$ cat config.mk
export PLATFORM = sky130hd
export DESIGN_NAME = traffic_controller
export DESIGN_NICKNAME = d
export VERILOG_FILES = /design/src/traffic_pkg.sv /design/src/phase_timer.sv /design/src/phase_sequencer.sv /design/src/lamp_driver.sv /design/src/traffic_controller.sv
export VERILOG_INCLUDE_DIRS = /design/src /design/src/src
export SDC_FILE = /design/constraint.sdc
export NUM_CORES = 1
export LEC_CHECK = 0
export ABC_AREA = 1
export BUFFER_PORTS_ARGS = -buffer_cell sky130_fd_sc_hd__buf_2
export CAP_MARGIN = 20
export CORE_MARGIN = 2
export CORE_UTILIZATION = 57
export CTS_CLUSTER_DIAMETER = 50
export DETAILED_ROUTE_END_ITERATION = 12
export GPL_TIMING_DRIVEN = 0
export PLACE_DENSITY_LB_ADDON = 0.1
export SETUP_SLACK_MARGIN = 0.2
export SLEW_MARGIN = 0
export SYNTH_ARGS = -nofsm -noshare
export SYNTH_HDL_FRONTEND = slang
export SYNTH_SLANG_ARGS = --single-unit
$ cat constraint.sdc
create_clock -name clk -period 1.6 [get_ports clk]
set_input_delay 0.08 -clock clk [delete_from_list [all_inputs] [get_ports clk]]
set_output_delay 0.08 -clock clk [all_outputs]
set_load 0.01 [all_outputs]
$ cat src/traffic_defs.svh
`ifndef TRAFFIC_DEFS_SVH
`define TRAFFIC_DEFS_SVH

// One tick stands for 0.1 s of real time.

//////////////////////////////
// Phase lengths in ticks
//////////////////////////////

`define TICKS_LONG  450 // Main green, 45 s.
`define TICKS_CLEAR 50  // Yellow clearance, 5 s.
`define TICKS_TURN  250 // Left turns and side green, 25 s.

//////////////////////////////
// Blink and sizing
//////////////////////////////

`define TICKS_FLASH 5 // Ticks between yellow toggles.

// Must hold the longest phase length.
`define TICK_WIDTH 9

`define LAMP_COUNT 16 // Eight lamp kinds times two approaches.

`endif

$ cat src/traffic_pkg.sv
`default_nettype none

package traffic_pkg;

    // Twelve phases of the junction cycle, in running order.
    typedef enum logic [3:0] {
        PH_MAIN_GREEN,      // Long main road green.
        PH_MAIN_CLEAR,      // Main yellow.
        PH_MAIN_LEFT_1,     // Protected left, main approach 1.
        PH_MAIN_LEFT_CLEAR,
        PH_MAIN_LEFT_2,     // Protected left, main approach 2.
        PH_SIDE_PREP,       // Side yellow before side green.
        PH_SIDE_GREEN,
        PH_SIDE_CLEAR,
        PH_SIDE_LEFT_1,     // Protected left, side approach 1.
        PH_SIDE_LEFT_CLEAR,
        PH_SIDE_LEFT_2,     // Protected left, side approach 2.
        PH_RETURN_CLEAR     // Last clearance before main green.
    } phase_t;

    // Length class of a phase.
    typedef enum logic [1:0] {
        SPAN_LONG,  // Main green length.
        SPAN_CLEAR, // Clearance length.
        SPAN_TURN   // Turn and side green length.
    } span_t;

    // One bit per lamp. Bit 0 is approach 1, bit 1 is approach 2.
    typedef struct packed {
        logic [1:0] main_red;
        logic [1:0] main_yellow;
        logic [1:0] main_green;
        logic [1:0] main_left;
        logic [1:0] side_red;
        logic [1:0] side_yellow;
        logic [1:0] side_green;
        logic [1:0] side_left;
    } lamps_t;

endpackage

`default_nettype wire

$ cat src/phase_timer.sv
`default_nettype none

`include "traffic_defs.svh"

module phase_timer (
    input  logic               clk,
    input  logic               reset_n,
    input  logic               timer_req,  // Held high for the whole phase.
    input  traffic_pkg::span_t timer_span, // Stable while timer_req is high.
    output logic               timer_ack   // Terminal count reached.
);

    localparam int unsigned TW = `TICK_WIDTH;

    logic [TW-1:0] count;      // Ticks elapsed in this phase.
    logic [TW-1:0] span_ticks; // Length of the requested span.
    logic [TW-1:0] last_count; // Count value on the ack edge.

    //////////////////////////////
    // Span decode
    //////////////////////////////

    always_comb
    begin
        case (timer_span)
            traffic_pkg::SPAN_LONG:  span_ticks = TW'(`TICKS_LONG);
            traffic_pkg::SPAN_CLEAR: span_ticks = TW'(`TICKS_CLEAR);
            default:                 span_ticks = TW'(`TICKS_TURN); // Turn and spare code.
        endcase
    end

    assign last_count = span_ticks - 1'b1; // Ack lands span_ticks edges after req.

    //////////////////////////////
    // Count and ack
    //////////////////////////////

    always_ff @(posedge clk or negedge reset_n)
    begin
        if (!reset_n)
        begin
            count     <= '0;
            timer_ack <= 1'b0;
        end
        else if (!timer_req)
        begin
            // Idle or aborted request.
            count     <= '0;
            timer_ack <= 1'b0;
        end
        else if (!timer_ack)
        begin
            count <= count + 1'b1; // Running.
            if (count == last_count)
            begin
                timer_ack <= 1'b1; // Done. Count stays put from here.
            end
        end
    end

    // Ack only answers a live request.
    a_ack_needs_req: assert property (
        @(posedge clk) disable iff (!reset_n)
        $rose(timer_ack) |-> $past(timer_req)
    );

endmodule

`default_nettype wire

$ cat src/phase_sequencer.sv
`default_nettype none

module phase_sequencer (
    input  logic                clk,
    input  logic                reset_n,
    input  logic                blink,      // Blink mode request.
    input  logic                timer_ack,
    output logic                timer_req,
    output traffic_pkg::span_t  timer_span,
    output traffic_pkg::phase_t phase,      // Current phase.
    output logic                flash_mode  // Lamps flash yellow.
);

    traffic_pkg::phase_t next_phase; // Successor in the cycle.
    logic                advance;    // Phase finished this cycle.
    logic                launch;     // Timer is free for a new request.
    logic                start_wait; // Spacer cycle after reset or blink exit.

    //////////////////////////////
    // Cycle order and span
    //////////////////////////////

    always_comb
    begin
        if (phase == traffic_pkg::PH_RETURN_CLEAR)
        begin
            next_phase = traffic_pkg::PH_MAIN_GREEN; // Wrap.
        end
        else
        begin
            next_phase = traffic_pkg::phase_t'(phase + 1'b1);
        end
    end

    // Long main green, clearance on odd phases, turn length elsewhere.
    always_comb
    begin
        if (phase == traffic_pkg::PH_MAIN_GREEN)
        begin
            timer_span = traffic_pkg::SPAN_LONG;
        end
        else if (phase[0])
        begin
            timer_span = traffic_pkg::SPAN_CLEAR;
        end
        else
        begin
            timer_span = traffic_pkg::SPAN_TURN;
        end
    end

    assign advance = timer_req & timer_ack;
    // Ack must be low again before the next request.
    assign launch  = !timer_req && !timer_ack && !start_wait;

    //////////////////////////////
    // Phase and handshake state
    //////////////////////////////

    always_ff @(posedge clk or negedge reset_n)
    begin
        if (!reset_n)
        begin
            phase      <= traffic_pkg::PH_MAIN_GREEN;
            flash_mode <= 1'b0;
            timer_req  <= 1'b0;
            start_wait <= 1'b1; // Gives the first main green its full hold.
        end
        else if (blink)
        begin
            // Blink override. Abort the running phase.
            flash_mode <= 1'b1;
            timer_req  <= 1'b0;
            start_wait <= 1'b0;
        end
        else if (flash_mode)
        begin
            flash_mode <= 1'b0; // Leave blink and restart the cycle.
            phase      <= traffic_pkg::PH_MAIN_GREEN;
            start_wait <= 1'b1;
        end
        else
        begin
            start_wait <= 1'b0;
            if (advance)
            begin
                phase     <= next_phase; // Step and release the timer together.
                timer_req <= 1'b0;
            end
            else if (launch)
            begin
                timer_req <= 1'b1; // Start timing the current phase.
            end
        end
    end

    // Four-phase rule. No new request before the old ack is gone.
    a_req_after_ack_low: assert property (
        @(posedge clk) disable iff (!reset_n)
        $rose(timer_req) |-> !$past(timer_ack)
    );

    // Outside blink the phase moves only on a timer ack.
    a_phase_needs_ack: assert property (
        @(posedge clk) disable iff (!reset_n)
        $changed(phase) |-> ($past(timer_ack) || $past(flash_mode))
    );

endmodule

`default_nettype wire

$ cat src/lamp_driver.sv
`default_nettype none

`include "traffic_defs.svh"

module lamp_driver (
    input  logic                clk,
    input  logic                reset_n,
    input  traffic_pkg::phase_t phase,
    input  logic                flash_mode,
    output traffic_pkg::lamps_t lamps      // Registered lamp drive.
);

    localparam int unsigned FLASH_W = $clog2(`TICKS_FLASH + 1);
    localparam logic [FLASH_W-1:0] FLASH_LAST = FLASH_W'(`TICKS_FLASH - 1);
    localparam traffic_pkg::lamps_t LAMPS_OFF =
        traffic_pkg::lamps_t'({`LAMP_COUNT{1'b0}});

    logic [FLASH_W-1:0]  flash_cnt;   // Ticks since the last toggle.
    logic                flash_on;    // Current yellow state in blink.
    traffic_pkg::lamps_t flash_lamps; // Blink pattern.

    //////////////////////////////
    // Phase table
    //////////////////////////////

    function automatic traffic_pkg::lamps_t phase_lamps(input traffic_pkg::phase_t ph);
        traffic_pkg::lamps_t l;
        l = LAMPS_OFF;
        case (ph)
            traffic_pkg::PH_MAIN_GREEN:
            begin
                l.main_green = 2'b11;
                l.side_red   = 2'b11;
            end
            traffic_pkg::PH_MAIN_CLEAR:
            begin
                l.main_yellow = 2'b11;
                l.side_red    = 2'b11;
            end
            traffic_pkg::PH_MAIN_LEFT_1:
            begin
                l.main_red  = 2'b11;
                l.main_left = 2'b01; // Approach 1 turns.
                l.side_red  = 2'b11;
            end
            traffic_pkg::PH_MAIN_LEFT_CLEAR:
            begin
                l.main_red    = 2'b11;
                l.main_yellow = 2'b11;
                l.side_red    = 2'b11;
            end
            traffic_pkg::PH_MAIN_LEFT_2:
            begin
                l.main_red  = 2'b11;
                l.main_left = 2'b10; // Approach 2 turns.
                l.side_red  = 2'b11;
            end
            traffic_pkg::PH_SIDE_PREP:
            begin
                l.main_red    = 2'b11;
                l.main_yellow = 2'b10;
                l.side_yellow = 2'b11;
            end
            traffic_pkg::PH_SIDE_GREEN:
            begin
                l.main_red   = 2'b11;
                l.side_green = 2'b11;
            end
            traffic_pkg::PH_SIDE_CLEAR:
            begin
                l.main_red    = 2'b11;
                l.side_yellow = 2'b11;
            end
            traffic_pkg::PH_SIDE_LEFT_1:
            begin
                l.main_red  = 2'b11;
                l.side_red  = 2'b11;
                l.side_left = 2'b01;
            end
            traffic_pkg::PH_SIDE_LEFT_CLEAR:
            begin
                l.main_red    = 2'b11;
                l.side_red    = 2'b11;
                l.side_yellow = 2'b10; // Only side yellow 2 is lit.
            end
            traffic_pkg::PH_SIDE_LEFT_2:
            begin
                l.main_red  = 2'b11;
                l.side_red  = 2'b11;
                l.side_left = 2'b10;
            end
            traffic_pkg::PH_RETURN_CLEAR:
            begin
                l.main_yellow = 2'b11;
                l.side_red    = 2'b11;
                l.side_yellow = 2'b10;
            end
            default: l = LAMPS_OFF; // Spare codes stay dark.
        endcase
        return l;
    endfunction

    //////////////////////////////
    // Blink pattern and register
    //////////////////////////////

    always_comb
    begin
        flash_lamps             = LAMPS_OFF; // All four yellows, nothing else.
        flash_lamps.main_yellow = {2{flash_on}};
        flash_lamps.side_yellow = {2{flash_on}};
    end

    always_ff @(posedge clk or negedge reset_n)
    begin
        if (!reset_n)
        begin
            lamps     <= LAMPS_OFF; // Dark after reset.
            flash_cnt <= '0;
            flash_on  <= 1'b0;
        end
        else if (flash_mode)
        begin
            lamps <= flash_lamps;
            if (flash_cnt == FLASH_LAST)
            begin
                flash_cnt <= '0;
                flash_on  <= ~flash_on; // Toggle the yellows.
            end
            else
            begin
                flash_cnt <= flash_cnt + 1'b1;
            end
        end
        else
        begin
            lamps     <= phase_lamps(phase);
            flash_cnt <= '0; // Next blink starts dark.
            flash_on  <= 1'b0;
        end
    end

    // Conflicting greens.
    a_greens_exclusive: assert property (
        @(posedge clk) disable iff (!reset_n)
        !((|lamps.main_green) && (|lamps.side_green))
    );

endmodule

`default_nettype wire

$ cat src/traffic_controller.sv
`default_nettype none

module traffic_controller (
    input  logic clk,
    input  logic reset_n,
    input  logic blink,         // High forces yellow flash.
    output logic main_red_1,
    output logic main_red_2,
    output logic main_yellow_1,
    output logic main_yellow_2,
    output logic main_green_1,
    output logic main_green_2,
    output logic main_left_1,
    output logic main_left_2,
    output logic side_red_1,
    output logic side_red_2,
    output logic side_yellow_1,
    output logic side_yellow_2,
    output logic side_green_1,
    output logic side_green_2,
    output logic side_left_1,
    output logic side_left_2
);

    logic                timer_req;  // Sequencer to timer.
    logic                timer_ack;  // Timer to sequencer.
    traffic_pkg::span_t  timer_span;
    traffic_pkg::phase_t phase;
    logic                flash_mode;
    traffic_pkg::lamps_t lamps;      // Registered lamp bundle.

    //////////////////////////////
    // Instances
    //////////////////////////////

    phase_sequencer u_sequencer (
        .clk        (clk),
        .reset_n    (reset_n),
        .blink      (blink),
        .timer_ack  (timer_ack),
        .timer_req  (timer_req),
        .timer_span (timer_span),
        .phase      (phase),
        .flash_mode (flash_mode)
    );

    phase_timer u_timer (
        .clk        (clk),
        .reset_n    (reset_n),
        .timer_req  (timer_req),
        .timer_span (timer_span),
        .timer_ack  (timer_ack)
    );

    lamp_driver u_lamps (
        .clk        (clk),
        .reset_n    (reset_n),
        .phase      (phase),
        .flash_mode (flash_mode),
        .lamps      (lamps)
    );

    //////////////////////////////
    // Lamp outputs
    //////////////////////////////

    assign main_red_1    = lamps.main_red[0];
    assign main_red_2    = lamps.main_red[1];
    assign main_yellow_1 = lamps.main_yellow[0];
    assign main_yellow_2 = lamps.main_yellow[1];
    assign main_green_1  = lamps.main_green[0];
    assign main_green_2  = lamps.main_green[1];
    assign main_left_1   = lamps.main_left[0];  // Main road turns.
    assign main_left_2   = lamps.main_left[1];
    assign side_red_1    = lamps.side_red[0];
    assign side_red_2    = lamps.side_red[1];
    assign side_yellow_1 = lamps.side_yellow[0];
    assign side_yellow_2 = lamps.side_yellow[1];
    assign side_green_1  = lamps.side_green[0];
    assign side_green_2  = lamps.side_green[1];
    assign side_left_1   = lamps.side_left[0];  // Side road turns.
    assign side_left_2   = lamps.side_left[1];

endmodule

`default_nettype wire

==> impl_metrics.toml <==
[drt]
drt-pass1-iter-count = 4
ant_nets = 0
viasPerCell = 5.21
wl_per_cell_um = 11.6
vias = 1302
drc_errors = 0
first_iter_violations = 26
routed_wirelength_um = 2890

[critical_path]
cpLargestDelayFamily = "flip-flops"
worstSetupPathType = "register to register"
cp.required_ps = 1790
worstSetupStartpointType = "register"
critical_path_buf_inv_count = 1
slowest_stage = "dfrtp_2"
path_max_fanout = 7
worstSetupEndpointType = "register"
reg2reg_depth = 6
crit_arrival_ps = 1500
regToRegEndpoint = "u_lamps.lamps[6]$_DFF_PN0_"
path_cells = "inv_1, ha_1, nand2_1, nand3_1, nor2_1, a21oi_1"
rrSetupSlack_ps = 290
crit_path_max_incr_delay_ps = 440
rr_startpoint = "u_sequencer.phase[0]$_DFFE_PN0P_"

[clock_tree]
clkLatencyLatePin_ps = 320
htreeDepth = 2
max-clock-path-buffers = 2
clkTransAtPathRegs_ps = 90
cts_buffers = 5
cts_tree = "built"
root_buffer = "clkbuf_4"
cts_sinks = 33

[timing]
final.min_clock_period_ps = 1310
finClkSkew_ps = 4.38
rsz0062_at_grt = "true"
max_slew_margin_pct = 53.2
hold_violations = 0
fin_ws_ps = 292
fmax_ghz = 0.764
fin_tns_setup_ps = 0
tightest_slew_ps = 701
setup_viol = 0
timing.final.max_slew_violations = 0
period_share_pct = 81.8
whs_ps = 329

[logic_synthesis]
syn_inst = 191
ys_seq_elements = 33
synth_area_leaders = "dfrtp_1, nand2_1, ha_1"
syn_area_sq_um = 1620
yosys.area.top_type = "dfrtp_1"
post-synth-top-count-cell = "dfrtp_1"
synth_commonest_cells = "dfrtp_1, nand2_1, nor2_1, inv_1, nand3_1"
synthFlopType = "dfrtp_1"
synth_edf_count = 0
synth_top_area_share_pct = 49.5
yosysWarnings = 0
ys_async_sr_fraction_pct = 100
ys_types = 27
syn_nets = 202
ys_seq_area_share_pct = 51.1
syn_area_per_cell_sq_um = 8.47

[layout]
area_delta_synth_final_pct = 12.7
stdcell_count = 250
drive_gt1_share_pct = 20.5
fin_nets = 229
n_fill_cell = 233
diodes = 0

[status]
status = "finished, final reports clean"

[global_routing]
grt_max_degree = 34
grt_pass1_vias = 1249
antenna_found_initial = 0
grt_overflow = 0
grt_use_total_pct = 20.8
grt_pass1_wl_um = 5240

[placement]
portBuffers = 18
hpwl_um = 2160
place_inst = 240
gp_congestion = 0.851
dp_worst_setup_slack_ps = 204

[floorplan]
core-area_sq_um = 2730
die_h_um = 57.3
die_area_sq_um = 3280
io_pins = 19
start_util_pct = 59.2
die_w_um = 57.3
std_cell_rows = 19

[power_and_ir_drop]
ir_drop_mv = 0.561
cellLeakagePower_nw = 0.938
powerDensity_nw_per_um2 = 784

[run]
cap_violations = 0

[worst_hold_path]
hold_class = "input pin to async pin"
==> state kept, by name, summed over array words and instances (netlist names) <==
name                    count
u_lamps.flash_cnt           3
u_lamps.flash_on            1
u_lamps.lamps              12
u_sequencer.flash_mode      1
u_sequencer.phase           4
u_sequencer.start_wait      1
u_sequencer.timer_req       1
u_timer.count               9
u_timer.timer_ack           1
==> cells by family (layout without fill, tap and decap cells) <==
| logic type | count (synthesis) | count (layout) | share of synthesized area, % |
|---|---|---|---|
| AO/OA/AOI/OAI | 29 | 29 | 9.74 |
| XOR/XNOR | 2 | 2 | 1.08 |
| AND/OR/NAND/NOR | 84 | 84 | 22.3 |
| multiplexers | 1 | 1 | 0.619 |
| buffers and inverters | 34 | 62 | 8.97 |
| flip-flops | 33 | 33 | 51.1 |
| adder cells (fa/ha/maj) | 8 | 8 | 6.19 |
==> metrics by stage <==
step	power (mW)	area [sq um]	util, %
after floorplan	0.970	1620	-
after global placement	1.01	1750	63.9
after detailed placement	1.02	1750	63.9
after CTS	1.46	1820	66.5
after global routing	1.51	1820	66.7
final	1.43	1820	66.7
==> worst max-delay path by stage <==
stage / start / cells after the start / to
after floorplan: u_sequencer.phase[0]$_DFFE_PN0P_ / 7 / u_lamps.lamps[14]$_DFF_PN0_
after global placement: u_sequencer.phase[0]$_DFFE_PN0P_ / 6 / u_lamps.lamps[6]$_DFF_PN0_
after detailed placement: u_sequencer.phase[0]$_DFFE_PN0P_ / 6 / u_lamps.lamps[6]$_DFF_PN0_
after CTS: u_sequencer.phase[0]$_DFFE_PN0P_ / 7 / u_lamps.lamps[14]$_DFF_PN0_
after global routing: u_sequencer.phase[1]$_DFFE_PN0P_ / 8 / u_lamps.lamps[14]$_DFF_PN0_
final: u_sequencer.phase[0]$_DFFE_PN0P_ / 6 / u_lamps.lamps[6]$_DFF_PN0_
==> what timing repair did <==
item,CTS,global route
buffers inserted,0,0
resized for setup,1,4
endpoints found under the setup margin,1,3
endpoints found under the hold margin,34,0
hold buffers,2,0
==> worst register-to-register path, cell delays in order (launching register included) <==
cell and delay [ps]:
dfrtp_2 440, inv_1 80, ha_1 250, nand2_1 140
nand3_1 90, nor2_1 90, a21oi_1 80
==> where the power goes <==
part | internal [mW] | switching, mW
Combinational | 0.0451 | 0.0760
Clock | 0.171 | 0.253
Sequential | 0.866 | 0.0189
Total | 1.08 | 0.347
==> cell type report <==
type | instances | area, sq um | area share [%]
Sequential cell | 33 | 828 | 45.4
Multi-Input combinational cell | 124 | 651 | 35.7
Timing Repair Buffer | 20 | 110 | 6.04
Inverter | 27 | 101 | 5.56
Clock buffer | 7 | 45.0 | 2.47
Buffer | 7 | 43.8 | 2.40
Tap cell | 31 | 38.8 | 2.13
Clock inverter | 1 | 5.00 | 0.275
==> per-layer routing <==
metal | vias up | share of wire (%) | GRT usage [%]
met5 | - | 0 | 0
met4 | 0 | 0.80 | 8.31
met3 | 2 | 4.3 | 5.44
met2 | 27 | 54 | 36.8
met1 | 609 | 41 | 24.0
li1 | 664 | - | -
==> placed cells by master (no fill, tap or decap), drive strengths merged <==
cell type	synthesis	layout
nand3	13	13
mux2i	1	1
buf	6	24
inv	27	27
clkinv	0	1
o21ai	13	13
nand2	33	33
o22ai	3	3
dfrtp	32	32
clkbuf	1	8
dfstp	1	1
xor2	1	1
nand4	1	1
nor3	6	6
a31oi	2	2
dlygate4sd3	0	2
a21oi	10	10
ha	8	8
xnor2	1	1
nor4	1	1
nand3b	1	1
o31ai	1	1
nor2	29	29
No activity file was read; power rests on OpenSTA's default activity.
